## src/source/buffer_pkg.sv

```systemverilog
package buffer_pkg;

    // buffer pool size and the widths that follow from it
    localparam int BUF_PTR_BITS = 6;
    localparam int NUM_BUFS     = 2 ** BUF_PTR_BITS;

    // width of a reading port id
    localparam int PORT_ID_BITS = 3;

    // copy counts and release counters share one width
    localparam int COUNT_BITS   = 4;

    // pointer into the shared buffer pool
    typedef logic [BUF_PTR_BITS-1:0] buf_ptr_t;

    // output port that reads a buffer copy
    typedef logic [PORT_ID_BITS-1:0] port_id_t;

    // copy count or per-buffer release counter.
    // the all-ones value marks a buffer that was just freed, and the
    // increment that follows wraps it back to zero
    typedef logic [COUNT_BITS-1:0] copy_count_t;

endpackage
```

## src/source/flow_pkg.sv

```systemverilog
package flow_pkg;

    // copy count assignment from the enqueue agent
    typedef struct packed {
        buffer_pkg::buf_ptr_t    ptr;
        buffer_pkg::port_id_t    port;
        buffer_pkg::copy_count_t count;
    } count_write_t;

    // one copy released by a reading port.
    // the port id travels along but nothing checks it
    typedef struct packed {
        buffer_pkg::buf_ptr_t ptr;
        buffer_pkg::port_id_t port;
    } release_t;

    // release credits the ports hold after reset, also the intake FIFO depth
    localparam int REL_CREDITS = 4;

    // ceiling of the pointer credit counter in the free list
    localparam int PTR_CREDIT_MAX = 8;

    // free list runs one sweep over all pointers, then serves requests
    typedef enum logic {
        INIT_SWEEP,
        RUNNING
    } free_state_t;

endpackage

```

## src/source/buffer_manager_top.sv

```systemverilog
`timescale 1ns/100ps

module buffer_manager_top (
    input  logic                   clk,
    input  logic                   reset,
    input  logic                   ptr_credit,
    input  logic                   count_valid,
    input  flow_pkg::count_write_t count_wr,
    input  logic                   rel_valid,
    input  flow_pkg::release_t     rel,
    output logic                   ptr_valid,
    output buffer_pkg::buf_ptr_t   ptr,
    output logic                   rel_credit
);

    logic                 fwd_valid;
    flow_pkg::release_t   fwd;
    logic                 drop_busy;
    logic                 init_valid;
    buffer_pkg::buf_ptr_t init_ptr;
    logic                 freed_valid;
    buffer_pkg::buf_ptr_t freed_ptr;

    release_intake u_release_intake (
        .clk        (clk),
        .reset      (reset),
        .rel_valid  (rel_valid),
        .rel        (rel),
        .drop_busy  (drop_busy),
        .rel_credit (rel_credit),
        .fwd_valid  (fwd_valid),
        .fwd        (fwd)
    );

    buffer_release u_buffer_release (
        .clk         (clk),
        .reset       (reset),
        .init_valid  (init_valid),
        .init_ptr    (init_ptr),
        .count_valid (count_valid),
        .count_wr    (count_wr),
        .fwd_valid   (fwd_valid),
        .fwd         (fwd),
        .drop_busy   (drop_busy),
        .freed_valid (freed_valid),
        .freed_ptr   (freed_ptr)
    );

    free_ptr_list u_free_ptr_list (
        .clk         (clk),
        .reset       (reset),
        .ptr_credit  (ptr_credit),
        .freed_valid (freed_valid),
        .freed_ptr   (freed_ptr),
        .init_valid  (init_valid),
        .init_ptr    (init_ptr),
        .ptr_valid   (ptr_valid),
        .ptr         (ptr)
    );

endmodule

```

## src/source/free_ptr_list.sv

```systemverilog
`timescale 1ns/100ps

module free_ptr_list (
    input  logic                 clk,
    input  logic                 reset,
    input  logic                 ptr_credit,
    input  logic                 freed_valid,
    input  buffer_pkg::buf_ptr_t freed_ptr,
    output logic                 init_valid,
    output buffer_pkg::buf_ptr_t init_ptr,
    output logic                 ptr_valid,
    output buffer_pkg::buf_ptr_t ptr
);

    flow_pkg::free_state_t state;
    buffer_pkg::buf_ptr_t  sweep_ptr;
    logic [$clog2(flow_pkg::PTR_CREDIT_MAX + 1)-1:0] credits;

    logic                 fifo_push;
    buffer_pkg::buf_ptr_t fifo_din;
    buffer_pkg::buf_ptr_t fifo_dout;
    logic                 fifo_empty;
    logic                 issue;

    // after reset every pointer is walked once, filling the list and
    // clearing the matching release counter
    always_ff @(posedge clk) begin
        if (reset) begin
            state      <= flow_pkg::INIT_SWEEP;
            sweep_ptr  <= '0;
            init_valid <= 1'b0;
        end else begin
            init_valid <= (state == flow_pkg::INIT_SWEEP);
            if (state == flow_pkg::INIT_SWEEP) begin
                sweep_ptr <= sweep_ptr + 1'b1;
                if (sweep_ptr == buffer_pkg::buf_ptr_t'(buffer_pkg::NUM_BUFS - 1)) begin
                    state <= flow_pkg::RUNNING;
                end
            end
        end
    end

    always_ff @(posedge clk) begin
        init_ptr <= sweep_ptr;
    end

    // never more than NUM_BUFS pointers exist, so the list cannot overflow
    assign fifo_push = init_valid || freed_valid;
    assign fifo_din  = init_valid ? init_ptr : freed_ptr;

    small_fifo #(
        .WIDTH (buffer_pkg::BUF_PTR_BITS),
        .DEPTH (buffer_pkg::NUM_BUFS)
    ) u_free_fifo (
        .clk   (clk),
        .reset (reset),
        .push  (fifo_push),
        .pop   (issue),
        .din   (fifo_din),
        .dout  (fifo_dout),
        .empty (fifo_empty),
        .full  ()
    );

    assign issue = (state == flow_pkg::RUNNING) && (credits != '0) && !fifo_empty;

    // a credit arriving with a full counter is lost unless one is spent too
    always_ff @(posedge clk) begin
        if (reset) begin
            credits   <= '0;
            ptr_valid <= 1'b0;
        end else begin
            ptr_valid <= issue;
            if (ptr_credit && !issue && credits != flow_pkg::PTR_CREDIT_MAX) begin
                credits <= credits + 1'b1;
            end else if (!ptr_credit && issue) begin
                credits <= credits - 1'b1;
            end
        end
    end

    always_ff @(posedge clk) begin
        ptr <= fifo_dout;
    end

endmodule

```

## src/source/buffer_release.sv

```systemverilog
`timescale 1ns/100ps

module buffer_release (
    input  logic                   clk,
    input  logic                   reset,
    input  logic                   init_valid,
    input  buffer_pkg::buf_ptr_t   init_ptr,
    input  logic                   count_valid,
    input  flow_pkg::count_write_t count_wr,
    input  logic                   fwd_valid,
    input  flow_pkg::release_t     fwd,
    output logic                   drop_busy,
    output logic                   freed_valid,
    output buffer_pkg::buf_ptr_t   freed_ptr
);

    // count write after its input register
    logic                    cw_valid;
    flow_pkg::count_write_t  cw;
    buffer_pkg::copy_count_t cw_stored;

    // zero-count drops waiting for a free slot in the pipeline
    flow_pkg::release_t drop_in;
    flow_pkg::release_t drop_head;
    logic               drop_empty;
    logic               drop_pop;

    // request pipeline, stage n holds a request n cycles after issue
    logic                 req;
    buffer_pkg::buf_ptr_t req_ptr;
    logic                 s1_valid, s2_valid, s3_valid, s4_valid;
    buffer_pkg::buf_ptr_t s1_ptr, s2_ptr, s3_ptr, s4_ptr;

    buffer_pkg::copy_count_t cnt_rdata, ctr_rdata;
    buffer_pkg::copy_count_t s3_cnt, s3_ctr;
    buffer_pkg::copy_count_t ctr_eff;
    logic                    s4_match;
    buffer_pkg::copy_count_t s4_ctr;
    buffer_pkg::copy_count_t ctr_base, ctr_next;

    // release counter write port and its two older copies for forwarding
    logic                    wr_p, ctr_wr, ctr_wr_d1, ctr_wr_d2;
    buffer_pkg::buf_ptr_t    waddr_p, ctr_waddr, ctr_waddr_d1, ctr_waddr_d2;
    buffer_pkg::copy_count_t wdata_p, ctr_wdata, ctr_wdata_d1, ctr_wdata_d2;

    // the count store keeps count minus one so the compare needs no adder
    always_ff @(posedge clk) begin
        cw        <= count_wr;
        cw_stored <= (count_wr.count == '0) ? '0 : count_wr.count - 1'b1;
    end

    always_comb begin
        drop_in.ptr  = cw.ptr;
        drop_in.port = cw.port;
    end

    small_fifo #(
        .WIDTH ($bits(flow_pkg::release_t)),
        .DEPTH (2)
    ) u_drop_fifo (
        .clk   (clk),
        .reset (reset),
        .push  (cw_valid && cw.count == '0),
        .pop   (drop_pop),
        .din   (drop_in),
        .dout  (drop_head),
        .empty (drop_empty),
        .full  ()
    );

    assign drop_busy = !drop_empty;
    assign drop_pop  = !drop_empty && !fwd_valid;
    assign req       = fwd_valid || drop_pop;
    assign req_ptr   = fwd_valid ? fwd.ptr : drop_head.ptr;

    ram_1r1w #(
        .WIDTH      (buffer_pkg::COUNT_BITS),
        .DEPTH_BITS (buffer_pkg::BUF_PTR_BITS)
    ) u_count_store (
        .clk   (clk),
        .wr    (cw_valid),
        .waddr (cw.ptr),
        .din   (cw_stored),
        .raddr (s1_ptr),
        .dout  (cnt_rdata)
    );

    ram_1r1w #(
        .WIDTH      (buffer_pkg::COUNT_BITS),
        .DEPTH_BITS (buffer_pkg::BUF_PTR_BITS)
    ) u_release_ctr (
        .clk   (clk),
        .wr    (ctr_wr),
        .waddr (ctr_waddr),
        .din   (ctr_wdata),
        .raddr (s1_ptr),
        .dout  (ctr_rdata)
    );

    // the memory read misses counter writes from up to four requests ahead.
    // take the newest matching write, which may be the one forming right now
    always_comb begin
        if (wr_p && waddr_p == s3_ptr) begin
            ctr_eff = wdata_p;
        end else if (ctr_wr && ctr_waddr == s3_ptr) begin
            ctr_eff = ctr_wdata;
        end else if (ctr_wr_d1 && ctr_waddr_d1 == s3_ptr) begin
            ctr_eff = ctr_wdata_d1;
        end else if (ctr_wr_d2 && ctr_waddr_d2 == s3_ptr) begin
            ctr_eff = ctr_wdata_d2;
        end else begin
            ctr_eff = s3_ctr;
        end
    end

    // on the last copy the all-ones marker wraps to zero for the next use
    assign ctr_base = s4_match ? '1 : s4_ctr;
    assign ctr_next = ctr_base + 1'b1;

    // init sweep clears counters, it never overlaps release traffic
    assign wr_p    = s4_valid || init_valid;
    assign waddr_p = init_valid ? init_ptr : s4_ptr;
    assign wdata_p = init_valid ? '0 : ctr_next;

    always_ff @(posedge clk) begin
        s1_ptr       <= req_ptr;
        s2_ptr       <= s1_ptr;
        s3_ptr       <= s2_ptr;
        s4_ptr       <= s3_ptr;
        s3_cnt       <= cnt_rdata;
        s3_ctr       <= ctr_rdata;
        s4_match     <= (s3_cnt == ctr_eff);
        s4_ctr       <= ctr_eff;
        ctr_waddr    <= waddr_p;
        ctr_waddr_d1 <= ctr_waddr;
        ctr_waddr_d2 <= ctr_waddr_d1;
        ctr_wdata    <= wdata_p;
        ctr_wdata_d1 <= ctr_wdata;
        ctr_wdata_d2 <= ctr_wdata_d1;
        freed_ptr    <= s4_ptr;
    end

    always_ff @(posedge clk) begin
        if (reset) begin
            cw_valid    <= 1'b0;
            s1_valid    <= 1'b0;
            s2_valid    <= 1'b0;
            s3_valid    <= 1'b0;
            s4_valid    <= 1'b0;
            ctr_wr      <= 1'b0;
            ctr_wr_d1   <= 1'b0;
            ctr_wr_d2   <= 1'b0;
            freed_valid <= 1'b0;
        end else begin
            cw_valid    <= count_valid;
            s1_valid    <= req;
            s2_valid    <= s1_valid;
            s3_valid    <= s2_valid;
            s4_valid    <= s3_valid;
            ctr_wr      <= wr_p;
            ctr_wr_d1   <= ctr_wr;
            ctr_wr_d2   <= ctr_wr_d1;
            freed_valid <= s4_valid && s4_match;
        end
    end

endmodule

```

## src/source/release_intake.sv

```systemverilog
`timescale 1ns/100ps

module release_intake (
    input  logic               clk,
    input  logic               reset,
    input  logic               rel_valid,
    input  flow_pkg::release_t rel,
    input  logic               drop_busy,
    output logic               rel_credit,
    output logic               fwd_valid,
    output flow_pkg::release_t fwd
);

    flow_pkg::release_t head;
    logic               fifo_empty;
    logic               pop;

    // ports never send without a credit, so the queue cannot overflow.
    // after reset it is empty and the ports start from their own credit
    // counters
    small_fifo #(
        .WIDTH ($bits(flow_pkg::release_t)),
        .DEPTH (flow_pkg::REL_CREDITS)
    ) u_rel_fifo (
        .clk   (clk),
        .reset (reset),
        .push  (rel_valid),
        .pop   (pop),
        .din   (rel),
        .dout  (head),
        .empty (fifo_empty),
        .full  ()
    );

    // a pending zero-count drop owns the counting pipeline for this cycle
    assign pop = !fifo_empty && !drop_busy;

    // one release per cycle into the counting block
    assign fwd_valid = pop;
    assign fwd       = head;

    // each consumed release frees one slot, which goes back to the ports
    assign rel_credit = pop;

endmodule

```

## src/source/small_fifo.sv

```systemverilog
`timescale 1ns/100ps

module small_fifo #(
    parameter int WIDTH = 8,
    parameter int DEPTH = 4
) (
    input  logic             clk,
    input  logic             reset,
    input  logic             push,
    input  logic             pop,
    input  logic [WIDTH-1:0] din,
    output logic [WIDTH-1:0] dout,
    output logic             empty,
    output logic             full
);

    logic [WIDTH-1:0]           mem [DEPTH];
    logic [$clog2(DEPTH)-1:0]   rd_ptr;
    logic [$clog2(DEPTH)-1:0]   wr_ptr;
    logic [$clog2(DEPTH+1)-1:0] count;
    logic                       do_push;
    logic                       do_pop;

    assign empty   = (count == '0);
    assign full    = (count == DEPTH);
    assign do_push = push && !full;
    assign do_pop  = pop && !empty;

    // head entry is visible without a read cycle
    assign dout = mem[rd_ptr];

    always_ff @(posedge clk) begin
        if (do_push) begin
            mem[wr_ptr] <= din;
        end
    end

    always_ff @(posedge clk) begin
        if (reset) begin
            rd_ptr <= '0;
            wr_ptr <= '0;
            count  <= '0;
        end else begin
            if (do_push) begin
                wr_ptr <= (wr_ptr == DEPTH - 1) ? '0 : wr_ptr + 1'b1;
            end
            if (do_pop) begin
                rd_ptr <= (rd_ptr == DEPTH - 1) ? '0 : rd_ptr + 1'b1;
            end
            case ({do_push, do_pop})
                2'b10:   count <= count + 1'b1;
                2'b01:   count <= count - 1'b1;
                default: count <= count;
            endcase
        end
    end

endmodule

```

## src/source/ram_1r1w.sv

```systemverilog
`timescale 1ns/100ps

module ram_1r1w #(
    parameter int WIDTH      = 8,
    parameter int DEPTH_BITS = 6
) (
    input  logic                  clk,
    input  logic                  wr,
    input  logic [DEPTH_BITS-1:0] waddr,
    input  logic [WIDTH-1:0]      din,
    input  logic [DEPTH_BITS-1:0] raddr,
    output logic [WIDTH-1:0]      dout
);

    logic [WIDTH-1:0] mem [2**DEPTH_BITS];

    // read and write land on the same edge, so a colliding read returns
    // the contents from before the write
    always_ff @(posedge clk) begin
        if (wr) begin
            mem[waddr] <= din;
        end
        dout <= mem[raddr];
    end

endmodule

```

## config.mk

```make
export PLATFORM = sky130hd
export DESIGN_NAME = buffer_manager_top
export DESIGN_NICKNAME = d
export VERILOG_FILES = /design/src/source/buffer_pkg.sv /design/src/source/flow_pkg.sv /design/src/source/buffer_manager_top.sv /design/src/source/free_ptr_list.sv /design/src/source/buffer_release.sv /design/src/source/release_intake.sv /design/src/source/small_fifo.sv /design/src/source/ram_1r1w.sv
export SDC_FILE = /design/constraint.sdc
export NUM_CORES = 1
export LEC_CHECK = 0
export ABC_AREA = 1
export BUFFER_PORTS_ARGS = -buffer_cell sky130_fd_sc_hd__buf_2
export CORE_ASPECT_RATIO = 0.8
export CORE_MARGIN = 2
export CORE_UTILIZATION = 30
export CTS_CLUSTER_DIAMETER = 80
export DETAILED_ROUTE_END_ITERATION = 8
export PLACE_DENSITY = 0.45
export SYNTH_ARGS = -nofsm -noshare
export SYNTH_HDL_FRONTEND = slang
export SYNTH_SLANG_ARGS = --single-unit
```

## constraint.sdc

```tcl
create_clock -name clk -period 2.8 [get_ports clk]
set_input_delay 0.7 -clock clk [delete_from_list [all_inputs] [get_ports clk]]
set_output_delay 0.7 -clock clk [all_outputs]
set_load 0.05 [all_outputs]
```

==> qor.txt <==
Netlist cell types: 49
clk_lat worst skew: 0.75 ns
Final Hold Fails: 0
Worst R2R Path Depth: 16
H-tree level count: 3
Initial DRC Count: 2435
pre-CTS setup slack: 0.06821 ns
# fillers: 13.98k
period utilisation layout: 0.9130
nets@finish: 3721
Hold Path Class: input port to flop
RSZ-0062 raised after global routing: false
number of max-cap violations: 0
# rows: 124
Max VDD drop: 0.5739 mV
met3 wire len: 5.582 mm
commonest non-fill, non-tap cell in the layout: edfxtp_1
mean routed wirelength per cell: 20.01 µm
Detail Placement HPWL: 71.64 mm
number of iterations in the first detailed-routing pass: 5
grt total ovfl: 0
CP Launch Type: flop
synthesized area: 0.04309 mm²
WL final: 113.4 mm
Die Wd: 427.7 µm
RD Place Congestion: 0.7655
cell count after synthesis: 3518
status: completed
vias per inst: 4.897
Clock Tree Buf Depth: 3
Syn. warnings: 0
worst hold margin: 0.06475 ns
Worst R2R End: u_free_ptr_list.u_free_fifo.count[6]
M1 WL: 58.67 mm
Post-CTS Setup Bufs: 0
Worst Hold End: u_buffer_release.cw[11]
Min-Delay Path Depth: 1
WL met2: 46.95 mm
Clock Skew: 0.03714 ns
Critical path origin: u_release_intake.u_rel_fifo.count[1]
vias in the first global route: 26.71k
Worst Path Required: 2.10 ns
Clock Sinks: 1094
Worst Slack Setup Final: 0.2437 ns
highest metal used: met4
Ports: 35
Area Overhead vs Synth: 17.88%
worst slew pin tran: 0.9765 ns
initial antenna violation count: 3
clk slew on worst S/H paths: 0.06 ns
first-pass GRT wire length: 171.9 mm
Mapped Avg Cell Area: 12.25 µm²
CTS Buf Count: 116
pwr dens: 926.7 mW/mm²
starting density of the core: 0.3019
Clock Tree Root: clkbuf_16
Residual DRC: 0
Max Fclk: 391.2 MHz
Die ar.: 0.1467 mm²
min-delay src: count_wr[11]
CP Capture Type: output pin
FF+latch count, synth: 1094
R2R Setup Slk: 0.30 ns
clock period minus worst slack: 2.556 ns
CTS tree: done
P_leak: 16.92 nW
final core occ: 0.3558
GRT Total Usage: 0.1531
RR Startpoint: u_free_ptr_list.u_free_fifo.count[3]
Slew headroom: 0.3430
Synth Net Count: 3569
pin count of the biggest net entering global routing: 99
fin. max-slew vios: 0
# setup viols final: 0
Vias: 27.75k
share of cells above drive strength 1: 0.1283
Port Buffers: 28
most frequent cells in the layout: edfxtp_1 (932), nor2_1 (809), o21ai_0 (449)
sequential area share after synthesis: 0.7248
Chip Height: 343.0 µm
TNS Setup: 0 ns
core area: 0.1427 mm²
CP max FO: 14
critical path class: flop to output pin
post-route ant nets: 0
critical path data arrival time: 1.86 ns
## what timing repair did
item,4_1_cts,5_1_grt
hold endpoints to repair,0,0
hold buffers,0,0
resized for setup,0,9
endpoints found under the setup margin,0,2
## metal layers
layer,GRT usage,vias to the layer above
met1,0.2411,13790
met5,0,-
met2,0.2159,621
li1,-,13190
met3,0.02646,147
met4,0.03589,0
## per-stage QoR
step	area [µm²]	std cells	total power [mW]
2_1_floorplan	43090	3518	26.77
3_3_place_gp	46660	5442	31.25
3_5_place_dp	46660	5442	31.19
4_1_cts	50760	5663	47.57
5_1_grt	50790	5664	49.36
6_report	50790	5666	47.07
## worst max-delay path: stages, from the launching register on
cell	delay, ns
dfxtp_1	0.35
inv_1	0.08
nand3_1	0.11
nand2_1	0.07
buf_4	0.20
inv_1	0.06
buf_2	0.25
## cells in the mapped netlist, drive strengths merged
master	instances	area, µm²
a211oi	1	7.510
a21oi	61	309.1
a311oi	1	8.760
a31oi	8	50.05
a41oi	1	8.760
buf	48	247.7
clkbuf	149	559.3
clkinv	3	11.26
dfxtp	162	3243
edfxtp	932	27990
fa	3	60.06
ha	21	262.8
inv	126	473.0
mux2i	34	340.3
nand2	201	789.5
nand3	108	565.5
nand3b	2	15.01
nand4	27	168.9
nor2	813	3075
nor3	14	75.07
nor3b	2	15.01
nor4	12	75.07
o211a	1	10.01
o211ai	44	330.3
o21a	3	22.52
o21ai	463	2325
o21bai	4	30.03
o221ai	46	402.9
o22ai	138	863.3
o31ai	2	20.02
o32ai	63	551.8
or2	14	87.58
xnor2	2	17.52
xor2	9	78.83
## registers in the layout, summed over array words and instances (netlist names), 7 cells and up, named ones only
register	count
u_buffer_release.u_release_ctr.mem	256
u_free_ptr_list.u_free_fifo.count	7
u_free_ptr_list.u_free_fifo.mem	384
u_release_intake.u_rel_fifo.mem	24
u_buffer_release.u_drop_fifo.mem	12
u_buffer_release.u_count_store.mem	256
u_buffer_release.cw	10
## where the power goes
part	total (mW)	internal, mW	switching, mW
Combinational	10.5	3.09	7.46
Clock	16.3	9.63	6.65
Sequential	20.2	19.5	0.782
## cell type report
type / count / area, µm² / share of cell area
timing repair buffer: 231 / 1964 / 0.03868
clock buffer: 157 / 3229 / 0.06358
inverter: 129 / 493.0 / 0.009706
antenna: 3 / 7.507 / 0.0001478
multi-input combinational: 2098 / 10600 / 0.2088
clock inverter: 64 / 872.1 / 0.01717
sequential: 1094 / 31260 / 0.6154
tap: 1890 / 2365 / 0.04656
## kinds of logic after synthesis
family	after synthesis	share of synthesized area
DFF	1094	0.7248
muxes	34	0.007899
xor gates and xnor gates	11	0.002236
AOI/OAI and AO/OA	836	0.1146
buffers and inverters	326	0.02997
adders and majority gates	24	0.007492
and+or+nand+nor	1193	0.1130
## worst max path at each step
stage	to	slack [ns]	cells after the start
global placement	u_free_ptr_list.u_free_fifo.count[6]	-0.01	16
global route	u_free_ptr_list.u_free_fifo.count[6]	0.07	16
floorplan	u_free_ptr_list.u_free_fifo.count[6]	0.19	14
CTS	u_free_ptr_list.u_free_fifo.count[6]	0.05	16
detailed placement	u_free_ptr_list.u_free_fifo.count[6]	0.07	16
finish	rel_credit	0.24	6
Note: power is estimated with default switching activity, not from simulation.
